$ cat config.mk
export PLATFORM = sky130hd
export DESIGN_NAME = lpif_link_top
export DESIGN_NICKNAME = d
export VERILOG_FILES = /design/src/logic/lpif_link_pkg.sv /design/src/logic/ll_word_if.sv /design/src/logic/ll_link_ctrl.sv /design/src/logic/lpif_link_top.sv /design/src/logic/lpif_pack.sv /design/src/logic/lpif_unpack.sv /design/src/logic/phy_lane_demap.sv /design/src/logic/phy_lane_map.sv
export VERILOG_INCLUDE_DIRS = /design/src /design/src/include
export SDC_FILE = /design/constraint.sdc
export NUM_CORES = 1
export LEC_CHECK = 0
export BUFFER_PORTS_ARGS = -buffer_cell sky130_fd_sc_hd__buf_2
export CAP_MARGIN = 20
export CORE_ASPECT_RATIO = 1.5
export CORE_MARGIN = 4
export CORE_UTILIZATION = 48
export CTS_CLUSTER_DIAMETER = 50
export DETAILED_ROUTE_END_ITERATION = 16
export GPL_TIMING_DRIVEN = 1
export PLACE_DENSITY = 0.74
export SLEW_MARGIN = 25
export SYNTH_ARGS = -nofsm -noshare
export SYNTH_HDL_FRONTEND = slang
export SYNTH_SLANG_ARGS = --single-unit
$ cat constraint.sdc
create_clock -name clk_wr -period 4.8 [get_ports clk_wr]
set_clock_uncertainty 0.05 [all_clocks]
set_input_delay 0.72 -clock clk_wr [delete_from_list [all_inputs] [get_ports clk_wr]]
set_output_delay 0.72 -clock clk_wr [all_outputs]
set_load 0.02 [all_outputs]
$ cat src/include/lpif_link_consts.svh
/*
  LPIF link adapter constants
  Widths, channel bit positions and counter sizes
*/
`ifndef LPIF_LINK_CONSTS_SVH
`define LPIF_LINK_CONSTS_SVH

// Link word and PHY channel widths
`define LL_WORD_W        75
`define LL_PHY_W         40
`define LL_LANE_DATA_W   38

// Strobe and marker slots, gen1 then gen2
`define LL_STB_POS_G1    1
`define LL_MRK_POS_G1    39
`define LL_STB_POS_G2    0
`define LL_MRK_POS_G2    38

// Delay values and debug counters
`define LL_DELAY_W       16
`define LL_DBG_W         32

`endif

$ cat src/logic/lpif_link_pkg.sv
/*
  LPIF link adapter types
  Stream field types and the packed link word
*/
package lpif_link_pkg;

  // Stream state, as seen on dstrm/ustrm
  typedef logic [3:0] ll_state_t;

  // Protocol id
  typedef logic [1:0] ll_protid_t;

  // CRC bits, carried only
  typedef logic [1:0] ll_crc_t;

  ////////////////////////////////////////////////////////////////////////////
  // Link word, 75 bits, MSB first
  ////////////////////////////////////////////////////////////////////////////
  typedef struct packed {
    ll_state_t   state;
    ll_protid_t  protid;
    logic [63:0] data;
    logic        dvalid;
    ll_crc_t     crc;
    logic        crc_valid;
    // Word qualifier, bit 0 of the link word
    logic        valid;
  } ll_word_t;

endpackage

$ cat src/logic/ll_word_if.sv
/*
  Link word bundle
  Word plus online, strobe and marker between pack/map stages
*/
`timescale 1ns/100ps

interface ll_word_if
  import lpif_link_pkg::*;
();

  // Payload
  ll_word_t word;

  // Link qualifiers
  logic     online;
  logic     stb;
  logic     mrk;

  // Producer side, possibly split over several drivers
  modport src  (output word, output online, output stb, output mrk);
  // Consumer side
  modport sink (input word, input online, input stb, input mrk);

endinterface

$ cat src/logic/ll_link_ctrl.sv
/*
  Link bring-up control
  Online delays, training window, strobe and marker generation
*/
`timescale 1ns/100ps
`include "lpif_link_consts.svh"

module ll_link_ctrl (
  input  logic                   clk_wr,
  input  logic                   arst_n,
  input  logic                   tx_online,
  input  logic                   rx_online,
  input  logic [`LL_DELAY_W-1:0] delay_x_value,
  input  logic [`LL_DELAY_W-1:0] delay_y_value,
  input  logic [`LL_DELAY_W-1:0] delay_z_value,
  ll_word_if.src                 tx_word,
  output logic                   rx_online_delay
);

  // Index 0 is TX (delay_y), index 1 is RX (delay_x)
  logic                   online_in  [2];
  logic [`LL_DELAY_W-1:0] delay_val  [2];
  logic [`LL_DELAY_W-1:0] delay_cnt  [2];
  logic                   online_dly [2];

  // Training window counter
  logic [`LL_DELAY_W-1:0] train_cnt;
  logic                   train_active;

  assign online_in[0] = tx_online;
  assign online_in[1] = rx_online;
  assign delay_val[0] = delay_y_value;
  assign delay_val[1] = delay_x_value;

  ////////////////////////////////////////////////////////////////////////////
  // Online delays
  ////////////////////////////////////////////////////////////////////////////
  for (genvar g = 0; g < 2; g++) begin : g_delay
    always_ff @(posedge clk_wr or negedge arst_n) begin
      if (!arst_n) begin
        delay_cnt[g]  <= '0;
        online_dly[g] <= 1'b0;
      end else if (!online_in[g]) begin
        // Drop straight away, restart count
        delay_cnt[g]  <= '0;
        online_dly[g] <= 1'b0;
      end else if (delay_cnt[g] >= delay_val[g]) begin
        online_dly[g] <= 1'b1;
      end else begin
        delay_cnt[g]  <= delay_cnt[g] + 1'b1;
      end
    end
  end

  ////////////////////////////////////////////////////////////////////////////
  // Training window
  ////////////////////////////////////////////////////////////////////////////
  // Counts the first delay_z cycles of TX online, then holds
  always_ff @(posedge clk_wr or negedge arst_n) begin
    if (!arst_n) begin
      train_cnt <= '0;
    end else if (!online_dly[0]) begin
      train_cnt <= '0;
    end else if (train_cnt < delay_z_value) begin
      train_cnt <= train_cnt + 1'b1;
    end
  end

  assign train_active = online_dly[0] && (train_cnt < delay_z_value);

  // TX qualifiers, marker persists while online
  assign tx_word.online  = online_dly[0];
  assign tx_word.stb     = train_active;
  assign tx_word.mrk     = online_dly[0];

  assign rx_online_delay = online_dly[1];

endmodule

$ cat src/logic/lpif_link_top.sv
/*
  LPIF logic-link adapter top
  One stream over two 40-bit PHY channels, single clock
*/
`timescale 1ns/100ps
`include "lpif_link_consts.svh"

module lpif_link_top
  import lpif_link_pkg::*;
(
  input  logic                   clk_wr,
  input  logic                   arst_n,
  // Link control
  input  logic                   tx_online,
  input  logic                   rx_online,
  input  logic                   m_gen2_mode,
  input  logic [`LL_DELAY_W-1:0] delay_x_value,
  input  logic [`LL_DELAY_W-1:0] delay_y_value,
  input  logic [`LL_DELAY_W-1:0] delay_z_value,
  // PHY channels
  output logic [`LL_PHY_W-1:0]   tx_phy0,
  output logic [`LL_PHY_W-1:0]   tx_phy1,
  input  logic [`LL_PHY_W-1:0]   rx_phy0,
  input  logic [`LL_PHY_W-1:0]   rx_phy1,
  // Downstream
  input  ll_state_t              dstrm_state,
  input  ll_protid_t             dstrm_protid,
  input  logic [63:0]            dstrm_data,
  input  logic                   dstrm_dvalid,
  input  ll_crc_t                dstrm_crc,
  input  logic                   dstrm_crc_valid,
  input  logic                   dstrm_valid,
  // Upstream
  output ll_state_t              ustrm_state,
  output ll_protid_t             ustrm_protid,
  output logic [63:0]            ustrm_data,
  output logic                   ustrm_dvalid,
  output ll_crc_t                ustrm_crc,
  output logic                   ustrm_crc_valid,
  output logic                   ustrm_valid,
  // Debug
  output logic [`LL_DBG_W-1:0]   tx_downstream_debug_status,
  output logic [`LL_DBG_W-1:0]   rx_upstream_debug_status
);

  logic rx_online_delay;

  ll_word_if tx_word ();
  ll_word_if rx_word ();

  // RX online comes from the control block
  assign rx_word.online = rx_online_delay;

  ////////////////////////////////////////////////////////////////////////////
  // Bring-up control
  ////////////////////////////////////////////////////////////////////////////
  ll_link_ctrl i_ll_link_ctrl (
    .clk_wr          (clk_wr),
    .arst_n          (arst_n),
    .tx_online       (tx_online),
    .rx_online       (rx_online),
    .delay_x_value   (delay_x_value),
    .delay_y_value   (delay_y_value),
    .delay_z_value   (delay_z_value),
    .tx_word         (tx_word.src),
    .rx_online_delay (rx_online_delay)
  );

  ////////////////////////////////////////////////////////////////////////////
  // Transmit path
  ////////////////////////////////////////////////////////////////////////////
  lpif_pack i_lpif_pack (
    .clk_wr          (clk_wr),
    .arst_n          (arst_n),
    .dstrm_state     (dstrm_state),
    .dstrm_protid    (dstrm_protid),
    .dstrm_data      (dstrm_data),
    .dstrm_dvalid    (dstrm_dvalid),
    .dstrm_crc       (dstrm_crc),
    .dstrm_crc_valid (dstrm_crc_valid),
    .dstrm_valid     (dstrm_valid),
    .tx_word         (tx_word.src)
  );

  phy_lane_map i_phy_lane_map (
    .clk_wr      (clk_wr),
    .arst_n      (arst_n),
    .m_gen2_mode (m_gen2_mode),
    .tx_word     (tx_word.sink),
    .tx_phy0     (tx_phy0),
    .tx_phy1     (tx_phy1),
    .sent_count  (tx_downstream_debug_status)
  );

  ////////////////////////////////////////////////////////////////////////////
  // Receive path
  ////////////////////////////////////////////////////////////////////////////
  phy_lane_demap i_phy_lane_demap (
    .clk_wr      (clk_wr),
    .arst_n      (arst_n),
    .m_gen2_mode (m_gen2_mode),
    .rx_phy0     (rx_phy0),
    .rx_phy1     (rx_phy1),
    .rx_word     (rx_word.src)
  );

  lpif_unpack i_lpif_unpack (
    .clk_wr          (clk_wr),
    .arst_n          (arst_n),
    .rx_word         (rx_word.sink),
    .ustrm_state     (ustrm_state),
    .ustrm_protid    (ustrm_protid),
    .ustrm_data      (ustrm_data),
    .ustrm_dvalid    (ustrm_dvalid),
    .ustrm_crc       (ustrm_crc),
    .ustrm_crc_valid (ustrm_crc_valid),
    .ustrm_valid     (ustrm_valid),
    .accept_count    (rx_upstream_debug_status)
  );

endmodule

$ cat src/logic/lpif_pack.sv
/*
  Downstream packer
  Registers the dstrm fields into one link word
*/
`timescale 1ns/100ps

module lpif_pack
  import lpif_link_pkg::*;
(
  input  logic        clk_wr,
  input  logic        arst_n,
  input  ll_state_t   dstrm_state,
  input  ll_protid_t  dstrm_protid,
  input  logic [63:0] dstrm_data,
  input  logic        dstrm_dvalid,
  input  ll_crc_t     dstrm_crc,
  input  logic        dstrm_crc_valid,
  input  logic        dstrm_valid,
  ll_word_if.src      tx_word
);

  ll_word_t word_d;

  // Idle words go out as all zero
  always_comb begin
    word_d = '0;
    if (dstrm_valid) begin
      word_d.state     = dstrm_state;
      word_d.protid    = dstrm_protid;
      word_d.data      = dstrm_data;
      word_d.dvalid    = dstrm_dvalid;
      word_d.crc       = dstrm_crc;
      word_d.crc_valid = dstrm_crc_valid;
      word_d.valid     = 1'b1;
    end
  end

  // Pack stage, first of two TX cycles
  always_ff @(posedge clk_wr or negedge arst_n) begin
    if (!arst_n) begin
      tx_word.word <= '0;
    end else begin
      tx_word.word <= word_d;
    end
  end

endmodule

$ cat src/logic/lpif_unpack.sv
/*
  Upstream unpacker
  Filters received words onto ustrm and counts accepted ones
*/
`timescale 1ns/100ps
`include "lpif_link_consts.svh"

module lpif_unpack
  import lpif_link_pkg::*;
(
  input  logic                 clk_wr,
  input  logic                 arst_n,
  ll_word_if.sink              rx_word,
  output ll_state_t            ustrm_state,
  output ll_protid_t           ustrm_protid,
  output logic [63:0]          ustrm_data,
  output logic                 ustrm_dvalid,
  output ll_crc_t              ustrm_crc,
  output logic                 ustrm_crc_valid,
  output logic                 ustrm_valid,
  output logic [`LL_DBG_W-1:0] accept_count
);

  ll_word_t rx_w;
  ll_word_t ustrm_q;
  logic     accept;

  assign rx_w = rx_word.word;

  // Receive rule
  // Online, out of training, and a valid word
  assign accept = rx_word.online && !rx_word.stb && rx_w.valid;

  ////////////////////////////////////////////////////////////////////////////
  // Upstream register and accept counter
  ////////////////////////////////////////////////////////////////////////////
  always_ff @(posedge clk_wr or negedge arst_n) begin
    if (!arst_n) begin
      ustrm_q      <= '0;
      accept_count <= '0;
    end else begin
      // Rejected words show as zero upstream
      ustrm_q <= accept ? rx_w : '0;
      if (accept) begin
        accept_count <= accept_count + 1'b1;
      end
    end
  end

  // Field split
  assign ustrm_state     = ustrm_q.state;
  assign ustrm_protid    = ustrm_q.protid;
  assign ustrm_data      = ustrm_q.data;
  assign ustrm_dvalid    = ustrm_q.dvalid;
  assign ustrm_crc       = ustrm_q.crc;
  assign ustrm_crc_valid = ustrm_q.crc_valid;
  assign ustrm_valid     = ustrm_q.valid;

endmodule

$ cat src/logic/phy_lane_demap.sv
/*
  RX lane demapper
  Rebuilds the link word and strobe from two PHY channels
*/
`timescale 1ns/100ps
`include "lpif_link_consts.svh"

module phy_lane_demap
  import lpif_link_pkg::*;
(
  input  logic                 clk_wr,
  input  logic                 arst_n,
  input  logic                 m_gen2_mode,
  input  logic [`LL_PHY_W-1:0] rx_phy0,
  input  logic [`LL_PHY_W-1:0] rx_phy1,
  ll_word_if.src               rx_word
);

  logic [`LL_LANE_DATA_W-1:0] lane0;
  logic [`LL_LANE_DATA_W-1:0] lane1;
  logic [`LL_WORD_W-1:0]      word_bits;
  logic                       stb_d;

  // Skips strobe and marker slots and keeps the rest in ascending order
  function automatic logic [`LL_LANE_DATA_W-1:0] extract_lane(
    input logic [`LL_PHY_W-1:0] phy,
    input int unsigned          stb_pos,
    input int unsigned          mrk_pos
  );
    logic [`LL_LANE_DATA_W-1:0] lane;
    int unsigned                k;
    lane = '0;
    k    = 0;
    for (int unsigned i = 0; i < `LL_PHY_W; i++) begin
      if ((i != stb_pos) && (i != mrk_pos)) begin
        lane[k] = phy[i];
        k++;
      end
    end
    return lane;
  endfunction

  // Layout select with the strobe taken from channel 0 only
  always_comb begin
    if (m_gen2_mode) begin
      lane0 = extract_lane(rx_phy0, `LL_STB_POS_G2, `LL_MRK_POS_G2);
      lane1 = extract_lane(rx_phy1, `LL_STB_POS_G2, `LL_MRK_POS_G2);
      stb_d = rx_phy0[`LL_STB_POS_G2];
    end else begin
      lane0 = extract_lane(rx_phy0, `LL_STB_POS_G1, `LL_MRK_POS_G1);
      lane1 = extract_lane(rx_phy1, `LL_STB_POS_G1, `LL_MRK_POS_G1);
      stb_d = rx_phy0[`LL_STB_POS_G1];
    end
  end

  // Top slot of channel 1 carries nothing
  assign word_bits = {lane1[`LL_WORD_W-`LL_LANE_DATA_W-1:0], lane0};

  // Strobe register
  always_ff @(posedge clk_wr or negedge arst_n) begin
    if (!arst_n) begin
      rx_word.stb <= 1'b0;
    end else begin
      rx_word.stb <= stb_d;
    end
  end

  // Word register as the first of two RX cycles
  always_ff @(posedge clk_wr or negedge arst_n) begin
    if (!arst_n) begin
      rx_word.word <= '0;
    end else begin
      rx_word.word <= ll_word_t'(word_bits);
    end
  end

  // No marker on the receive side
  assign rx_word.mrk = 1'b0;

endmodule

$ cat src/logic/phy_lane_map.sv
/*
  TX lane mapper
  Spreads a link word over two PHY channels with strobe and marker
*/
`timescale 1ns/100ps
`include "lpif_link_consts.svh"

module phy_lane_map
  import lpif_link_pkg::*;
(
  input  logic                 clk_wr,
  input  logic                 arst_n,
  input  logic                 m_gen2_mode,
  ll_word_if.sink              tx_word,
  output logic [`LL_PHY_W-1:0] tx_phy0,
  output logic [`LL_PHY_W-1:0] tx_phy1,
  output logic [`LL_DBG_W-1:0] sent_count
);

  ll_word_t                   tx_w;
  logic [`LL_LANE_DATA_W-1:0] lane0;
  logic [`LL_LANE_DATA_W-1:0] lane1;
  logic [`LL_PHY_W-1:0]       phy0_d;
  logic [`LL_PHY_W-1:0]       phy1_d;
  logic                       word_sent;

  // Lane bits fill the free slots in ascending order
  function automatic logic [`LL_PHY_W-1:0] place_lane(
    input logic [`LL_LANE_DATA_W-1:0] lane,
    input logic                       stb,
    input logic                       mrk,
    input int unsigned                stb_pos,
    input int unsigned                mrk_pos
  );
    logic [`LL_PHY_W-1:0] phy;
    int unsigned          k;
    phy = '0;
    k   = 0;
    for (int unsigned i = 0; i < `LL_PHY_W; i++) begin
      if (i == stb_pos) begin
        phy[i] = stb;
      end else if (i == mrk_pos) begin
        phy[i] = mrk;
      end else begin
        phy[i] = lane[k];
        k++;
      end
    end
    return phy;
  endfunction

  assign tx_w = tx_word.word;

  // Channel 0 low bits, channel 1 the rest with top slot zero
  always_comb begin
    lane0 = tx_w[`LL_LANE_DATA_W-1:0];
    lane1 = '0;
    lane1[`LL_WORD_W-`LL_LANE_DATA_W-1:0] = tx_w[`LL_WORD_W-1:`LL_LANE_DATA_W];
  end

  // Mode select of the channel layout
  always_comb begin
    if (m_gen2_mode) begin
      phy0_d = place_lane(lane0, tx_word.stb, tx_word.mrk, `LL_STB_POS_G2, `LL_MRK_POS_G2);
      phy1_d = place_lane(lane1, tx_word.stb, tx_word.mrk, `LL_STB_POS_G2, `LL_MRK_POS_G2);
    end else begin
      phy0_d = place_lane(lane0, tx_word.stb, tx_word.mrk, `LL_STB_POS_G1, `LL_MRK_POS_G1);
      phy1_d = place_lane(lane1, tx_word.stb, tx_word.mrk, `LL_STB_POS_G1, `LL_MRK_POS_G1);
    end
  end

  assign word_sent = tx_word.online && tx_w.valid;

  ////////////////////////////////////////////////////////////////////////////
  // Output register, zero while offline
  ////////////////////////////////////////////////////////////////////////////
  always_ff @(posedge clk_wr or negedge arst_n) begin
    if (!arst_n) begin
      tx_phy0    <= '0;
      tx_phy1    <= '0;
      sent_count <= '0;
    end else begin
      tx_phy0 <= tx_word.online ? phy0_d : '0;
      tx_phy1 <= tx_word.online ? phy1_d : '0;
      if (word_sent) begin
        sent_count <= sent_count + 1'b1;
      end
    end
  end

endmodule
==> results.cfg <==
[clock_tree]
clockBufferDepth = 3
cts.repair.resized = 0
clkLatencyLatePin_ps = 550
cts_hold_buf = 0
cts_setup_buffers = 0
cts_root_buffer = clkbuf_16
cts_made_buffers = 42
clk_pin_slew_ps = 70
cts_tree = built
clkSinkCount = 420
h-tree-depth = 2

[timing]
max_slew_margin_pct = 33.8
tightest_slew_ps = 984
holdWs_ps = 219
slew_violations = 0
setup_slack_ps = 2150
fin_crit_ps = 2650
clock.fmax_mhz = 377
layout_worst_path_cycle_share_pct = 55.2
rsz0062_at_grt = false
finalHoldViolCount = 0
fin_setup_tns_ps = 0
finalSetupViolCount = 0

[worst_setup_path]
path_class = flop to flop
max_stage_delay_ps = 560
crit_arrival_ps = 3060
crit_start = i_ll_link_ctrl.train_cnt[2]$_DFFE_PN0P_
r2r-start = i_ll_link_ctrl.train_cnt[2]$_DFFE_PN0P_
cp_cell_sequence = ha_1 > a211oi_1 > o21ai_0 > a21oi_1 > o21ai_4 > or4_1 > a21oi_1
cp-start-kind = flop
cpMostUsedCell = a21oi_1
critPathRequiredTime_ps = 5210
crit_slowest_cell = or4_1
critPathMaxFanout = 28
critPathCaptureType = flop

[die]
dieArea_um2 = 36000
chipWidth_um = 156
ios = 427
core_area_um2 = 32500
rows = 81
start_util_pct = 48.6
die_h_um = 230

[power_and_ir_drop]
p_total_mw = 7.19
power.density_nw_per_um2 = 362
power_leakage_nw = 10.6
ir_worst_vdd_v = 0.000249

[route]
routed_via_density = 5.03
avgRoutedWirePerCell_um = 17.1
vias = 10760
drt.antenna.violating_nets = 0
drt-pass1-iter-count = 4
routed_wl_mm = 36.7
route.detailed.drc = 0
drtIter0Drc = 593

[synth]
synth_nets = 1512
yosysMostFrequentCell = dfrtp_1
synth_top_area_share_pct = 66.5
synth_top_area_cell = dfrtp_1
synth_seq_cells = 420
synth.avg_cell_area_um2 = 12.6
syn-cell-area_um2 = 15800
synth_cell_types = 48
synth_flop_cell = dfrtp_1
syn_inst = 1252
synth_async_sr_flop_share_pct = 100
synthTopCellsByArea = dfrtp_1 66%, and2_1 8.9%, ha_1 4.1%
synthTopCellsByCount = 420 x dfrtp_1, 225 x and2_1, 61 x inv_1
synth-edff-count = 0
ys_seq_area_share_pct = 66.5
yosys_warnings = 0

[job]
cap_violations = 0

[global_route]
antenna_found_initial = 7
grt.met1_usage_pct = 21.8
gr-max-usage-layer = met2
grt_pass1_vias = 11238
global_route.usage.met3_pct = 4.91
grt_pass1_wl_mm = 58.2
grt_use_total_pct = 20.2
grt_max_degree = 120
grt-ovfl-total = 0
gr-usage-met2_pct = 37.6

[finish]
fillers = 2546
layout-drive-gt1-share_pct = 30.2
fin_nets = 1946
areaGrowthSynthToFinish_pct = 25.5
final_cells = 2140
final_util_pct = 61.0
fin_area_um2 = 19900

[run_status]
outcome = finished clean

[hold_path]
worst_hold_path_type = primary input to asynchronous set/reset pin

[place]
dp_hpwl_mm = 26.8
globalplace.congestion = 0.850
place_area_um2 = 18400
place_ws_ps = 1710
dp.cells = 2057
numPortBuffers = 424
registers in the layout, indices dropped and copies added, names as in the netlist, 2 cells and up:
signal,flops
i_ll_link_ctrl.train_cnt,16
i_ll_link_ctrl.delay_cnt,32
i_lpif_unpack.accept_count,32
i_lpif_unpack.ustrm_data,64
i_lpif_unpack.ustrm_state,4
i_phy_lane_map.tx_phy1,40
i_phy_lane_demap.rx_word.word,75
i_lpif_unpack.ustrm_protid,2
i_phy_lane_map.tx_phy0,40
i_phy_lane_map.sent_count,32
i_lpif_pack.tx_word.word,75
i_lpif_unpack.ustrm_crc,2
final timing paths:
| path | end | slack, ps | cells past startpoint |
|---|---|---|---|
| max | i_ll_link_ctrl.train_cnt[15]$_DFFE_PN0P_ | 2150 | 7 |
| min | i_lpif_unpack.ustrm_data[16]$_DFF_PN0_ | 220 | 1 |
| max reg2reg | i_ll_link_ctrl.train_cnt[15]$_DFFE_PN0P_ | 2150 | 7 |
| min reg2reg | i_lpif_unpack.ustrm_data[29]$_DFF_PN0_ | 390 | 1 |
| max in group asynchronous | i_phy_lane_map.tx_phy0[25]$_DFF_PN0_ | 3500 | 2 |
| min in group clk_wr | i_phy_lane_demap.rx_word.word[13]$_DFF_PN0_ | 220 | 1 |
critical path: cells and delay by family, from the launching register on:
family                   cells  cell delay, ps
AO/OA/AOI/OAI                5            1160
flip-flops                   1             450
adder cells (fa/ha/maj)      1             320
AND/OR/NAND/NOR              1             560
logic make-up after synthesis:
| kind of cell | after synthesis | share of synthesized area (%) |
|---|---|---|
| AO/OA/AOI/OAI | 128 | 5.09 |
| AND/OR/NAND/NOR | 474 | 17.4 |
| multiplexers | 9 | 0.617 |
| buffers and inverters | 102 | 2.57 |
| flip-flops | 420 | 66.5 |
| adder cells (fa/ha/maj) | 52 | 4.11 |
| XOR/XNOR | 67 | 3.71 |
cell usage in the layout, fill, tap and decap left out, types with 4 or more instances in the layout:
| cell type | n |
|---|---|
| o21a_1 | 4 |
| dfrtp_1 | 419 |
| nor3_1 | 8 |
| nor2b_1 | 4 |
| buf_2 | 422 |
| mux2_2 | 6 |
| diode_2 | 8 |
| xor2_1 | 20 |
| a21oi_1 | 51 |
| clkinvlp_4 | 6 |
| and2_1 | 225 |
| bufinv_16 | 4 |
| clkbuf_1 | 6 |
| nand2b_1 | 6 |
| clkbuf_16 | 42 |
| nand2_1 | 58 |
| nand4_1 | 20 |
| ha_1 | 52 |
| buf_4 | 4 |
| and3_1 | 19 |
| and4_1 | 9 |
| xnor2_1 | 47 |
| o31ai_1 | 27 |
| nor4_1 | 5 |
| buf_12 | 4 |
| inv_1 | 61 |
| o211ai_1 | 5 |
| or3_1 | 11 |
| nor2_1 | 36 |
| clkinv_2 | 7 |
| o21ai_0 | 20 |
| nand3_1 | 43 |
| or4_1 | 23 |
layer usage:
metal,routed length [um],vias to the layer above
met1,13000,5294
met2,19900,339
met3,2680,66
met5,0,-
li1,-,5061
met4,1120,0
power by group:
group	switching, mW	internal [mW]
logic	0.150	0.111
registers	0.0246	3.61
clock network	1.39	1.91
layout make-up:
type / count / area, um2 / share of cell area (%)
inverters: 61 / 229 / 1.15
clock inverters: 24 / 307 / 1.54
multi-input cells: 730 / 4910 / 24.8
repair buffers: 431 / 2240 / 11.3
flip-flops and latches: 420 / 10500 / 52.9
well taps: 415 / 519 / 2.62
diodes: 8 / 20.0 / 0.101
clock buffers: 51 / 1110 / 5.62
No activity file was read; power rests on OpenSTA's default activity.
